`src/verilog/phold_pkg.sv`:
```
package phold_pkg;

   localparam int NUM_CORE    = 4;
   localparam int NB_COREID   = 2;
   localparam int NB_LPID     = 6;
   localparam int TIME_WID    = 16;
   localparam int QUEUE_DEPTH = 16;
   localparam int NB_QCNT     = 5;
   localparam int NB_RAND     = 16;
   localparam int CNT_WID     = 32;

   localparam logic [NB_RAND-1:0] LFSR_SEED = 16'hace1;

   typedef struct packed {
      logic [NB_LPID-1:0]  lp;
      logic [TIME_WID-1:0] ts;
   } event_t;

   // event plus the random word drawn when it left the queue
   typedef struct packed {
      event_t             ev;
      logic [NB_RAND-1:0] rnd;
   } dispatch_t;

   typedef struct packed {
      logic                busy;
      logic [TIME_WID-1:0] ts;
   } core_status_t;

   typedef enum logic [1:0] {
      IDLE,
      INIT,
      RUNNING,
      FINISHED
   } sim_state_e;

   typedef enum logic [1:0] {
      CORE_IDLE,
      CORE_EXEC,
      CORE_SEND
   } core_state_e;

   // first requester at or after ptr, wrapping around
   function automatic logic [NB_COREID-1:0] rr_pick(
      input logic [NUM_CORE-1:0]  req,
      input logic [NB_COREID-1:0] ptr
   );
      logic [NB_COREID-1:0] idx;
      logic [NB_COREID-1:0] pick;
      logic                 found;
      pick  = ptr;
      found = 1'b0;
      for (int k = 0; k < NUM_CORE; k++) begin
         idx = ptr + NB_COREID'(k);
         if (!found && req[idx]) begin
            pick  = idx;
            found = 1'b1;
         end
      end
      return pick;
   endfunction

endpackage

```
`src/verilog/event_queue.sv`:
```
module event_queue (
   input  logic                           clk,
   input  logic                           rst_n,
   input  logic                           enq,
   input  phold_pkg::event_t              enq_event,
   input  logic                           deq,
   output phold_pkg::event_t              head,
   output logic                           empty,
   output logic                           full,
   output logic [phold_pkg::NB_QCNT-1:0]  count
);
   import phold_pkg::*;

   event_t                 entry [QUEUE_DEPTH];
   logic [QUEUE_DEPTH-1:0] stay;

   // valid entries with ts not above the new one keep their slot
   always_comb begin
      for (int i = 0; i < QUEUE_DEPTH; i++) begin
         stay[i] = (i < count) && (entry[i].ts <= enq_event.ts);
      end
   end

   // sorted insert or shift toward the head
   always_ff @(posedge clk) begin
      if (enq) begin
         if (!stay[0]) begin
            entry[0] <= enq_event;
         end
         for (int i = 1; i < QUEUE_DEPTH; i++) begin
            if (!stay[i]) begin
               if (stay[i-1]) begin
                  entry[i] <= enq_event;
               end else begin
                  entry[i] <= entry[i-1];
               end
            end
         end
      end else if (deq) begin
         for (int i = 0; i < QUEUE_DEPTH - 1; i++) begin
            entry[i] <= entry[i+1];
         end
      end
   end

   always_ff @(posedge clk or negedge rst_n) begin
      if (!rst_n) begin
         count <= '0;
      end else if (enq) begin
         count <= count + 1'b1;
      end else if (deq) begin
         count <= count - 1'b1;
      end
   end

   assign head  = entry[0];
   assign empty = (count == '0);
   assign full  = (count == NB_QCNT'(QUEUE_DEPTH));

   assert property (@(posedge clk) disable iff (!rst_n) !(enq && full))
      else $error("enqueue into a full queue");
   assert property (@(posedge clk) disable iff (!rst_n) !(deq && empty))
      else $error("dequeue from an empty queue");
   assert property (@(posedge clk) disable iff (!rst_n) !(enq && deq))
      else $error("enqueue and dequeue in the same cycle");

endmodule

```
`src/verilog/event_dispatch.sv`:
```
module event_dispatch (
   input  logic                                                 clk,
   input  logic                                                 rst_n,
   input  logic                                                 run,
   input  phold_pkg::event_t                                    head,
   input  logic                                                 empty,
   input  logic                                                 enq,
   input  logic [phold_pkg::NB_RAND-1:0]                        rnd,
   input  phold_pkg::core_status_t [phold_pkg::NUM_CORE-1:0]    status,
   output logic                                                 deq,
   output phold_pkg::dispatch_t                                 dispatch,
   output logic [phold_pkg::NUM_CORE-1:0]                       dispatch_sel
);
   import phold_pkg::*;

   logic [NUM_CORE-1:0]  idle;
   logic [NB_COREID-1:0] ptr;
   logic [NB_COREID-1:0] pick;

   always_comb begin
      for (int i = 0; i < NUM_CORE; i++) begin
         idle[i] = !status[i].busy;
      end
   end

   assign pick = rr_pick(idle, ptr);

   // enqueue owns the queue when both want it
   assign deq          = run && !empty && !enq && (|idle);
   assign dispatch_sel = deq ? ({{(NUM_CORE-1){1'b0}}, 1'b1} << pick) : '0;
   assign dispatch     = '{ev: head, rnd: rnd};

   always_ff @(posedge clk or negedge rst_n) begin
      if (!rst_n) begin
         ptr <= '0;
      end else if (deq) begin
         ptr <= pick + 1'b1;
      end
   end

   // at most one core leaves idle on each edge
   assert property (@(posedge clk) disable iff (!rst_n) $onehot0($past(idle) & ~idle))
      else $error("more than one core selected");
   assert property (@(posedge clk) disable iff (!rst_n) (dispatch_sel & ~idle) == '0)
      else $error("event dispatched to a busy core");

endmodule

```
`src/verilog/phold_core.sv`:
```
module phold_core (
   input  logic                            clk,
   input  logic                            rst_n,
   input  logic                            sel,
   input  phold_pkg::dispatch_t            dispatch,
   input  logic [phold_pkg::NB_LPID-1:0]   lp_mask,
   output phold_pkg::core_status_t         status,
   output logic                            new_vld,
   output phold_pkg::event_t               new_event,
   input  logic                            ack
);
   import phold_pkg::*;

   core_state_e         state;
   logic [1:0]          delay;
   logic [TIME_WID-1:0] cur_ts;
   event_t              succ;

   always_ff @(posedge clk or negedge rst_n) begin
      if (!rst_n) begin
         state <= CORE_IDLE;
         delay <= '0;
      end else begin
         case (state)
            CORE_IDLE: begin
               if (sel) begin
                  state <= CORE_EXEC;
                  delay <= dispatch.rnd[11:10];
               end
            end
            // stays here delay+1 cycles
            CORE_EXEC: begin
               if (delay == '0) begin
                  state <= CORE_SEND;
               end else begin
                  delay <= delay - 1'b1;
               end
            end
            CORE_SEND: begin
               if (ack) begin
                  state <= CORE_IDLE;
               end
            end
            default: state <= CORE_IDLE;
         endcase
      end
   end

   // successor: random target LP, strictly later time
   always_ff @(posedge clk) begin
      if (sel && state == CORE_IDLE) begin
         cur_ts  <= dispatch.ev.ts;
         succ.lp <= dispatch.rnd[5:0] & lp_mask;
         succ.ts <= dispatch.ev.ts + TIME_WID'(1) + TIME_WID'(dispatch.rnd[9:6]);
      end
   end

   assign status    = '{busy: state != CORE_IDLE, ts: cur_ts};
   assign new_vld   = (state == CORE_SEND);
   assign new_event = succ;

endmodule

```
`src/verilog/event_collect.sv`:
```
module event_collect (
   input  logic                                           clk,
   input  logic                                           rst_n,
   input  logic                                           init_vld,
   input  phold_pkg::event_t                              init_event,
   input  logic [phold_pkg::NUM_CORE-1:0]                 new_vld,
   input  phold_pkg::event_t [phold_pkg::NUM_CORE-1:0]    new_event,
   input  logic                                           full,
   output logic [phold_pkg::NUM_CORE-1:0]                 ack,
   output logic                                           enq,
   output phold_pkg::event_t                              enq_event
);
   import phold_pkg::*;

   logic [NB_COREID-1:0] ptr;
   logic [NB_COREID-1:0] pick;
   logic                 grant;

   assign pick = rr_pick(new_vld, ptr);

   // initial events first, cores only while there is room
   assign grant     = !init_vld && !full && (|new_vld);
   assign enq       = init_vld || grant;
   assign enq_event = init_vld ? init_event : new_event[pick];
   assign ack       = grant ? ({{(NUM_CORE-1){1'b0}}, 1'b1} << pick) : '0;

   always_ff @(posedge clk or negedge rst_n) begin
      if (!rst_n) begin
         ptr <= '0;
      end else if (grant) begin
         ptr <= pick + 1'b1;
      end
   end

   // at most one core's offer taken on each edge
   assert property (@(posedge clk) disable iff (!rst_n) $onehot0($past(new_vld) & ~new_vld))
      else $error("more than one core acknowledged");

endmodule

```
`src/verilog/sim_control.sv`:
```
module sim_control (
   input  logic                                                 clk,
   input  logic                                                 rst_n,
   input  logic                                                 start,
   input  logic [phold_pkg::NB_QCNT-1:0]                        num_init_events,
   input  logic [phold_pkg::TIME_WID-1:0]                       sim_end,
   input  logic [phold_pkg::NB_LPID-1:0]                        lp_mask,
   input  logic                                                 deq,
   input  phold_pkg::event_t                                    head,
   input  logic                                                 empty,
   input  phold_pkg::core_status_t [phold_pkg::NUM_CORE-1:0]    status,
   output logic                                                 run,
   output logic [phold_pkg::NB_RAND-1:0]                        rnd,
   output logic                                                 init_vld,
   output phold_pkg::event_t                                    init_event,
   output logic [phold_pkg::TIME_WID-1:0]                       gvt,
   output logic                                                 rtn_vld,
   output logic [phold_pkg::CNT_WID-1:0]                        total_cycles,
   output logic [phold_pkg::CNT_WID-1:0]                        total_events
);
   import phold_pkg::*;

   sim_state_e          state;
   logic [NB_QCNT-1:0]  init_cnt;
   logic [NB_RAND-1:0]  lfsr;
   logic [TIME_WID-1:0] min_ts;
   logic                min_vld;
   logic                past_end;

   assign past_end = (gvt > sim_end);

   always_ff @(posedge clk or negedge rst_n) begin
      if (!rst_n) begin
         state    <= IDLE;
         init_cnt <= '0;
         rtn_vld  <= 1'b0;
      end else begin
         rtn_vld <= (state == RUNNING) && past_end;
         case (state)
            IDLE: begin
               init_cnt <= '0;
               if (start) begin
                  state <= INIT;
               end
            end
            INIT: begin
               init_cnt <= init_cnt + 1'b1;
               if (init_cnt == num_init_events - 1'b1) begin
                  state <= RUNNING;
               end
            end
            RUNNING: begin
               if (past_end) begin
                  state <= FINISHED;
               end
            end
            // held here until reset
            default: state <= FINISHED;
         endcase
      end
   end

   assign run        = (state == RUNNING);
   assign init_vld   = (state == INIT);
   assign init_event = '{lp: NB_LPID'(init_cnt) & lp_mask, ts: '0};

   // x^16 + x^14 + x^13 + x^11 + 1, one step per dispatched event
   always_ff @(posedge clk or negedge rst_n) begin
      if (!rst_n) begin
         lfsr <= LFSR_SEED;
      end else if (deq) begin
         lfsr <= {lfsr[14:0], lfsr[15] ^ lfsr[13] ^ lfsr[12] ^ lfsr[10]};
      end
   end

   assign rnd = lfsr;

   // earliest time still pending, queue head or any busy core
   always_comb begin
      min_vld = !empty;
      min_ts  = head.ts;
      for (int i = 0; i < NUM_CORE; i++) begin
         if (status[i].busy && (!min_vld || status[i].ts < min_ts)) begin
            min_ts  = status[i].ts;
            min_vld = 1'b1;
         end
      end
   end

   always_ff @(posedge clk or negedge rst_n) begin
      if (!rst_n) begin
         gvt          <= '0;
         total_cycles <= '0;
         total_events <= '0;
      end else begin
         if (run && min_vld) begin
            gvt <= min_ts;
         end
         if (run) begin
            total_cycles <= total_cycles + 1'b1;
         end
         if (deq) begin
            total_events <= total_events + 1'b1;
         end
      end
   end

   assert property (@(posedge clk) disable iff (!rst_n) gvt >= $past(gvt))
      else $error("gvt moved backwards");

endmodule

```
`src/verilog/phold_top.sv`:
```
module phold_top (
   input  logic                             clk,
   input  logic                             rst_n,
   input  logic                             start,
   input  logic [phold_pkg::NB_QCNT-1:0]    num_init_events,
   input  logic [phold_pkg::TIME_WID-1:0]   sim_end,
   input  logic [phold_pkg::NB_LPID-1:0]    lp_mask,
   output logic [phold_pkg::TIME_WID-1:0]   gvt,
   output logic                             rtn_vld,
   output logic                             evt_vld,
   output phold_pkg::event_t                evt,
   output logic [phold_pkg::CNT_WID-1:0]    total_cycles,
   output logic [phold_pkg::CNT_WID-1:0]    total_events
);
   import phold_pkg::*;

   logic                          run;
   logic [NB_RAND-1:0]            rnd;
   logic                          init_vld;
   event_t                        init_event;
   logic                          enq;
   event_t                        enq_event;
   logic                          deq;
   event_t                        head;
   logic                          empty;
   logic                          full;
   dispatch_t                     dispatch;
   logic [NUM_CORE-1:0]           dispatch_sel;
   core_status_t [NUM_CORE-1:0]   status;
   logic [NUM_CORE-1:0]           new_vld;
   event_t [NUM_CORE-1:0]         new_event;
   logic [NUM_CORE-1:0]           ack;

   sim_control u_sim_control (
      .clk             (clk),
      .rst_n           (rst_n),
      .start           (start),
      .num_init_events (num_init_events),
      .sim_end         (sim_end),
      .lp_mask         (lp_mask),
      .deq             (deq),
      .head            (head),
      .empty           (empty),
      .status          (status),
      .run             (run),
      .rnd             (rnd),
      .init_vld        (init_vld),
      .init_event      (init_event),
      .gvt             (gvt),
      .rtn_vld         (rtn_vld),
      .total_cycles    (total_cycles),
      .total_events    (total_events)
   );

   event_queue u_event_queue (
      .clk       (clk),
      .rst_n     (rst_n),
      .enq       (enq),
      .enq_event (enq_event),
      .deq       (deq),
      .head      (head),
      .empty     (empty),
      .full      (full),
      .count     ()
   );

   event_dispatch u_event_dispatch (
      .clk          (clk),
      .rst_n        (rst_n),
      .run          (run),
      .head         (head),
      .empty        (empty),
      .enq          (enq),
      .rnd          (rnd),
      .status       (status),
      .deq          (deq),
      .dispatch     (dispatch),
      .dispatch_sel (dispatch_sel)
   );

   event_collect u_event_collect (
      .clk        (clk),
      .rst_n      (rst_n),
      .init_vld   (init_vld),
      .init_event (init_event),
      .new_vld    (new_vld),
      .new_event  (new_event),
      .full       (full),
      .ack        (ack),
      .enq        (enq),
      .enq_event  (enq_event)
   );

   for (genvar g = 0; g < NUM_CORE; g++) begin : gen_core
      phold_core u_phold_core (
         .clk       (clk),
         .rst_n     (rst_n),
         .sel       (dispatch_sel[g]),
         .dispatch  (dispatch),
         .lp_mask   (lp_mask),
         .status    (status[g]),
         .new_vld   (new_vld[g]),
         .new_event (new_event[g]),
         .ack       (ack[g])
      );
   end

   // dispatch stream seen from outside
   assign evt_vld = deq;
   assign evt     = head;

endmodule

```
`config.mk`:
```
export PLATFORM = sky130hd
export DESIGN_NAME = phold_top
export DESIGN_NICKNAME = d
export VERILOG_FILES = /design/src/verilog/phold_pkg.sv /design/src/verilog/event_queue.sv /design/src/verilog/event_dispatch.sv /design/src/verilog/phold_core.sv /design/src/verilog/event_collect.sv /design/src/verilog/sim_control.sv /design/src/verilog/phold_top.sv
export SDC_FILE = /design/constraint.sdc
export NUM_CORES = 2
export LEC_CHECK = 0
export BUFFER_PORTS_ARGS = -buffer_cell sky130_fd_sc_hd__buf_4
export CORE_MARGIN = 2
export CORE_UTILIZATION = 35
export CTS_CLUSTER_DIAMETER = 100
export DETAILED_ROUTE_END_ITERATION = 12
export HOLD_SLACK_MARGIN = 0.12
export PLACE_DENSITY = 0.53
export SYNTH_ARGS = -nofsm -noshare
export SYNTH_HDL_FRONTEND = slang
export SYNTH_HIERARCHICAL = 1
export SYNTH_SLANG_ARGS = --single-unit
```
`constraint.sdc`:
```
create_clock -name clk -period 9.4 [get_ports clk]
set_clock_uncertainty 0.05 [all_clocks]
set_input_delay 1.88 -clock clk [delete_from_list [all_inputs] [get_ports clk]]
set_output_delay 1.88 -clock clk [all_outputs]
set_load 0.01 [all_outputs]
```
== Yosys cells after proc, flatten, opt, wreduce, memory -nomap -nowiden ==
Memory sizes are Yosys's and may differ from the RTL's.
Cells that the tools add are included.
Storage, ports and cells
  flip-flop bits (word level): 281
  bits in latches: 0
  RAM bits: 352
  bits in read-only memories: 0
  input port bits: 30
  output and inout port bits: 104
  word-level logic and storage cells: 486
  memories kept: 1
Cells by class
  add/subtract/negate cells: 20
  multiply operators: 0
  div/mod/pow operators: 0
  magnitude comparators: 46
  eq/ne operators: 31
  shifts and indexed selects: 2
  mux-type cells: 231
  bitwise operators: 35
  reductions and logical operators: 90
Memory list
  u_event_queue.entry: words 16, bits a word 22, rd ports 16, clocked after Yosys merged registers in 0, wr ports 16, line event_queue.sv:14  | event_t entry [QUEUE_DEPTH];
Operator list (number)
  22-bit two-way mux: 32
  16-bit less-or-equal comparator: 16
  1-bit two-way mux: 143
  32-bit by 1-bit adder with 32-bit output (second input constant): 2
  16-bit < comparator: 4
  16-bit two-way mux: 4
  2-bit two-way mux: 29
  22-bit binary-select mux with 2-bit select: 1
  4-bit by 5-bit < comparator with 1-bit output (first input constant): 8
  1-bit logical AND: 37
  2-bit inequality test (second input constant): 15
  1-bit OR: 30
  2-bit one-hot mux with 3 select lines: 5
  2-bit by 3-bit < comparator with 1-bit output (second input constant): 9
  3-bit AND reduction: 9
  3-bit by 5-bit < comparator with 1-bit output (first input constant): 4
  2-bit nonzero test: 10
  2-bit logical NOT: 9
  1-bit logical NOT: 17
  16-bit by 1-bit adder with 16-bit output (second input constant): 1
  16-bit by 4-bit adder with 16-bit output: 1
  1-bit binary-select mux with 2-bit select: 8
  16-bit > comparator: 1
  2-bit one-hot mux with 2 select lines: 4
  other kinds (22): 56

== Depth between registers and ports, before layout ==
  word-level depth: 24
  mapped depth: 42
  mapped depth without buffers: 36

== By module ==
The synthesis kept the hierarchy.
By module, submodules not included
  event_queue: instances 1, cells each 2894, area an instance 25763.5 sq um
  sim_control: instances 1, cells each 802, area an instance 7813.7 sq um
  phold_core: instances 4, cells each 119, area an instance 1804.2 sq um
  event_collect: instances 1, cells each 160, area an instance 1268.7 sq um
  event_dispatch: instances 1, cells each 70, area an instance 563.0 sq um

== Worst setup path before layout ==
No wires, ideal clock.
  kind: register -> register
  start point: memory u_event_queue/entry[0][15] (netlist name)
  end point: register u_sim_control/gvt[11] (netlist name)
  setup time: 0.138 ns
  arrival time: 8.607 ns
  slack: 0.606 ns
  stages on the path, launching flop included: 40
  period minus slack after synthesis: 8.794 ns
  cell sequence: edfxtp_1 > buf_4 > inv_1 > ha_1 > nand4_1 > or3_1 > or4_4 > a31oi_4 > buf_12 > buf_2 > mux2i_1 > ha_1 > nand4_1 > or3_1 > and2_1 > a211oi_2 > buf_6 > mux2_2 > [... 4 more ...] > o21ai_0 > o31a_1 > nor4_1 > o211ai_2 > a21boi_0 > nor2_1 > ha_1 > a21o_1 > a21o_1 > a21oi_1 > a21o_1 > a21o_1 > nand3_1 > or2_2 > buf_1 > buf_4 > o211ai_2 > o211ai_2
RTL lines
  start: declaration: line event_queue.sv:14
  end signal: assignment: line sim_control.sv:97  | gvt <= min_ts;
  end: declaration: line sim_control.sv:16  | output logic [phold_pkg::TIME_WID-1:0] gvt,

== Worst setup path after layout ==
  start point: register gen_core[0].u_phold_core.cur_ts[15]
  end point: register u_sim_control/gvt[7] (netlist name)
On the way
  longest elaborated chain between the ends: 17
RTL lines
  start: declaration: line phold_core.sv:16  | logic [TIME_WID-1:0] cur_ts;
  start signal: assignment: line phold_core.sv:52  | cur_ts <= dispatch.ev.ts;
  16-bit < comparator: line sim_control.sv:83  | if (status[i].busy && (!min_vld || status[i].ts < min_ts)) begin
  1-bit logical OR: line sim_control.sv:83
  1-bit logical AND: line sim_control.sv:83
  16-bit two-way mux / 1-bit two-way mux (equally long branches): line sim_control.sv:83
  16-bit < comparator / 1-bit logical NOT (equally long branches): line sim_control.sv:83
  1-bit logical OR: line sim_control.sv:83
  1-bit logical AND: line sim_control.sv:83
  16-bit two-way mux / 1-bit two-way mux (equally long branches): line sim_control.sv:83
  16-bit < comparator / 1-bit logical NOT (equally long branches): line sim_control.sv:83
  1-bit logical OR: line sim_control.sv:83
  1-bit logical AND: line sim_control.sv:83
  16-bit two-way mux / 1-bit two-way mux (equally long branches): line sim_control.sv:83
  16-bit < comparator / 1-bit logical NOT (equally long branches): line sim_control.sv:83
  1-bit logical OR: line sim_control.sv:83
  1-bit logical AND: line sim_control.sv:83
  1-bit two-way mux: line sim_control.sv:83
  1-bit logical AND: line sim_control.sv:96  | if (run && min_vld) begin
Several ways; a longest one is shown, not always the timed one.
A chain may end at the register's enable or synchronous reset.

==> flow_summary_export.csv <==
group,metric,value,unit
timing,final-setup-viol-count,0,
setup_path,crit_family,"compound AO/OA/AOI/OAI gates",
setup_path,cp_data_arrival_time,9.55,ns
setup_path,cp_slowest_cell,"or4_4",
drt,vias,34800,
die,die_x,352.7,um
cts,cts.sinks,633,
cts,cts_tree,"built",
drt,remaining_drc_errors,0,
setup_path,critPathMaxFanout,20,
timing,period_share,0.9591,
die,die_h,352.7,um
placed_design,placed_area,45370,um2
placed_design,dp_hpwl,98.32,mm
drt,postRouteAntennaNets,0,
layout,area_delta_synth_final,13.38,%
layout,layout.nets,4870,
die,io_pins,134,
global_routing,grt_max_degree,93,
global_routing,grt_pass1_wl,212.6,mm
placed_design,place_congestion,0.8685,
run_status,run_status,"finished, final reports clean",
global_routing,grt_pass1_vias,33150,
logic_synthesis,synth_area_per_cell,9.688,um2
run,cap_violations,0,
timing,finalHoldViolations,0,
die,core,120300,um2
cts,clk_pin_slew,0.06,ns
hold_path,hold_class,"reg -> reg",
setup_path,crit_type,"reg -> reg",
cts,cts_buffers,81,
layout,stdcell_area,48240,um2
drt,wl_per_cell,23.14,um
layout,layout-drive-gt1-share,0.1437,
cts,cts_max_path_buffers,3,
layout,diodes,0,
logic_synthesis,yosys_warnings,6,
timing,maxSlewHeadroom,0.2086,
layout,mostFrequentLayoutCells,"nand2_1 (845), edfxtp_1 (504), ha_1 (367)",
layout,layout_commonest_cell,"nand2_1",
setup_path,cpPeakStageDelay,0.59,ns
timing,totalNegativeSetupSlack,0,ns
global_routing,grt_usage,0.2221,
timing,worst_slew_pin_slew,1.184,ns
global_routing,grt-ovfl-total,0,
die,num_rows,127,
drt,viasPerCell,5.660,
setup_path,startpoint_type,"register",
timing,min_period,9.016,ns
layout,fill_cells,11820,
drt,drt-initial-drc-count,2798,
cts,ctsHoldBuffers,0,
cts,htreeDepth,3,
cts,root_buffer,"clkbuf_16",
timing,final_max_slew_viol_count,0,
drt,dr.pass1.iters,5,
drt,wirelength,142.3,mm
setup_path,cp-end-kind,"register",
logic_synthesis,synth_area,42550,um2
die,start_util,0.3537,
cts,clk-insertion-delay-late,0.67,ns
layout,final_core_util,0.4011,
setup_path,cpMostUsedCell,"a21o_1",
global_routing,antenna_found_initial,0,
die,dieArea,124400,um2
setup_path,cp_num_buf_inv,6,
timing,fmax,110.9,MHz
placed_design,port_buffers,133,
setup_path,required,9.93,ns
logic_synthesis,synthCells,4392,
layout make-up:
class / count / area (um2) / area share
Tap cell: 1612 / 2017 / 0.04181
Clock buffer: 105 / 2197 / 0.04554
Timing Repair Buffer: 278 / 2116 / 0.04386
Multi-Input combinational cell: 3300 / 22340 / 0.4631
Sequential cell: 633 / 18370 / 0.3808
Inverter: 175 / 656.9 / 0.01362
Clock inverter: 45 / 544.3 / 0.01128
path summary, 6_finish.rpt:
check	startpoint	endpoint	slack, ns	depth (start not counted)
worst max-delay path	gen_core[0].u_phold_core/cur_ts[15]	u_sim_control/gvt[7]	0.38	40
worst min-delay path	u_sim_control/total_events[31]	u_sim_control/total_events[31]	0.43	1
worst max register to register	gen_core[0].u_phold_core/cur_ts[15]	u_sim_control/gvt[7]	0.38	40
worst min register to register	u_sim_control/total_events[31]	u_sim_control/total_events[31]	0.43	1
max in group asynchronous	rst_n	u_sim_control/total_events[24]	6.71	2
min in group asynchronous	rst_n	u_sim_control/gvt[4]	1.12	1
routing by layer:
metal  wire [um]  GRT usage  vias up
met5           0          0        -
met2       65890     0.3582     1118
met3        7944    0.02789      266
li1            -          -    16230
met4        4619    0.07607        0
met1       63830     0.3066    17180
state kept, by name (all words and copies together) (netlist names):
| signal | flops |
|---|---|
| gen_core.u_phold_core/cur_ts | 64 |
| gen_core.u_phold_core/delay | 8 |
| u_sim_control/total_cycles | 32 |
| u_event_queue/entry | 352 |
| u_event_queue/count | 5 |
| gen_core.u_phold_core/state | 8 |
| u_sim_control/init_cnt | 5 |
| u_event_collect/ptr | 2 |
| u_sim_control/state | 2 |
| u_sim_control/gvt | 16 |
| u_sim_control/total_events | 32 |
| u_sim_control/rtn_vld | 1 |
| u_event_dispatch/ptr | 2 |
| u_sim_control/rnd | 16 |
| gen_core.u_phold_core/new_event | 88 |
what timing repair did:
item,4_1_cts,5_1_grt
setup buffers,2,3
pin swaps,1,3
resized for setup,2,19
endpoints found under the setup margin,16,16
stage by stage:
stage,hold slack (ns),cells,worst slack [ns]
3_5_place_dp,0.4192,5993,-0.3449
2_1_floorplan,0.4127,4408,0.6056
4_1_cts,0.4287,6145,0.06437
5_1_grt,0.4560,6148,-0.09468
6_report,0.4288,6148,0.3842
3_3_place_gp,0.4129,5993,-0.2646
Power is left out: the tool's default activity adds up to more than one toggle a clock period on the data nets, which glitch-free logic cannot reach.
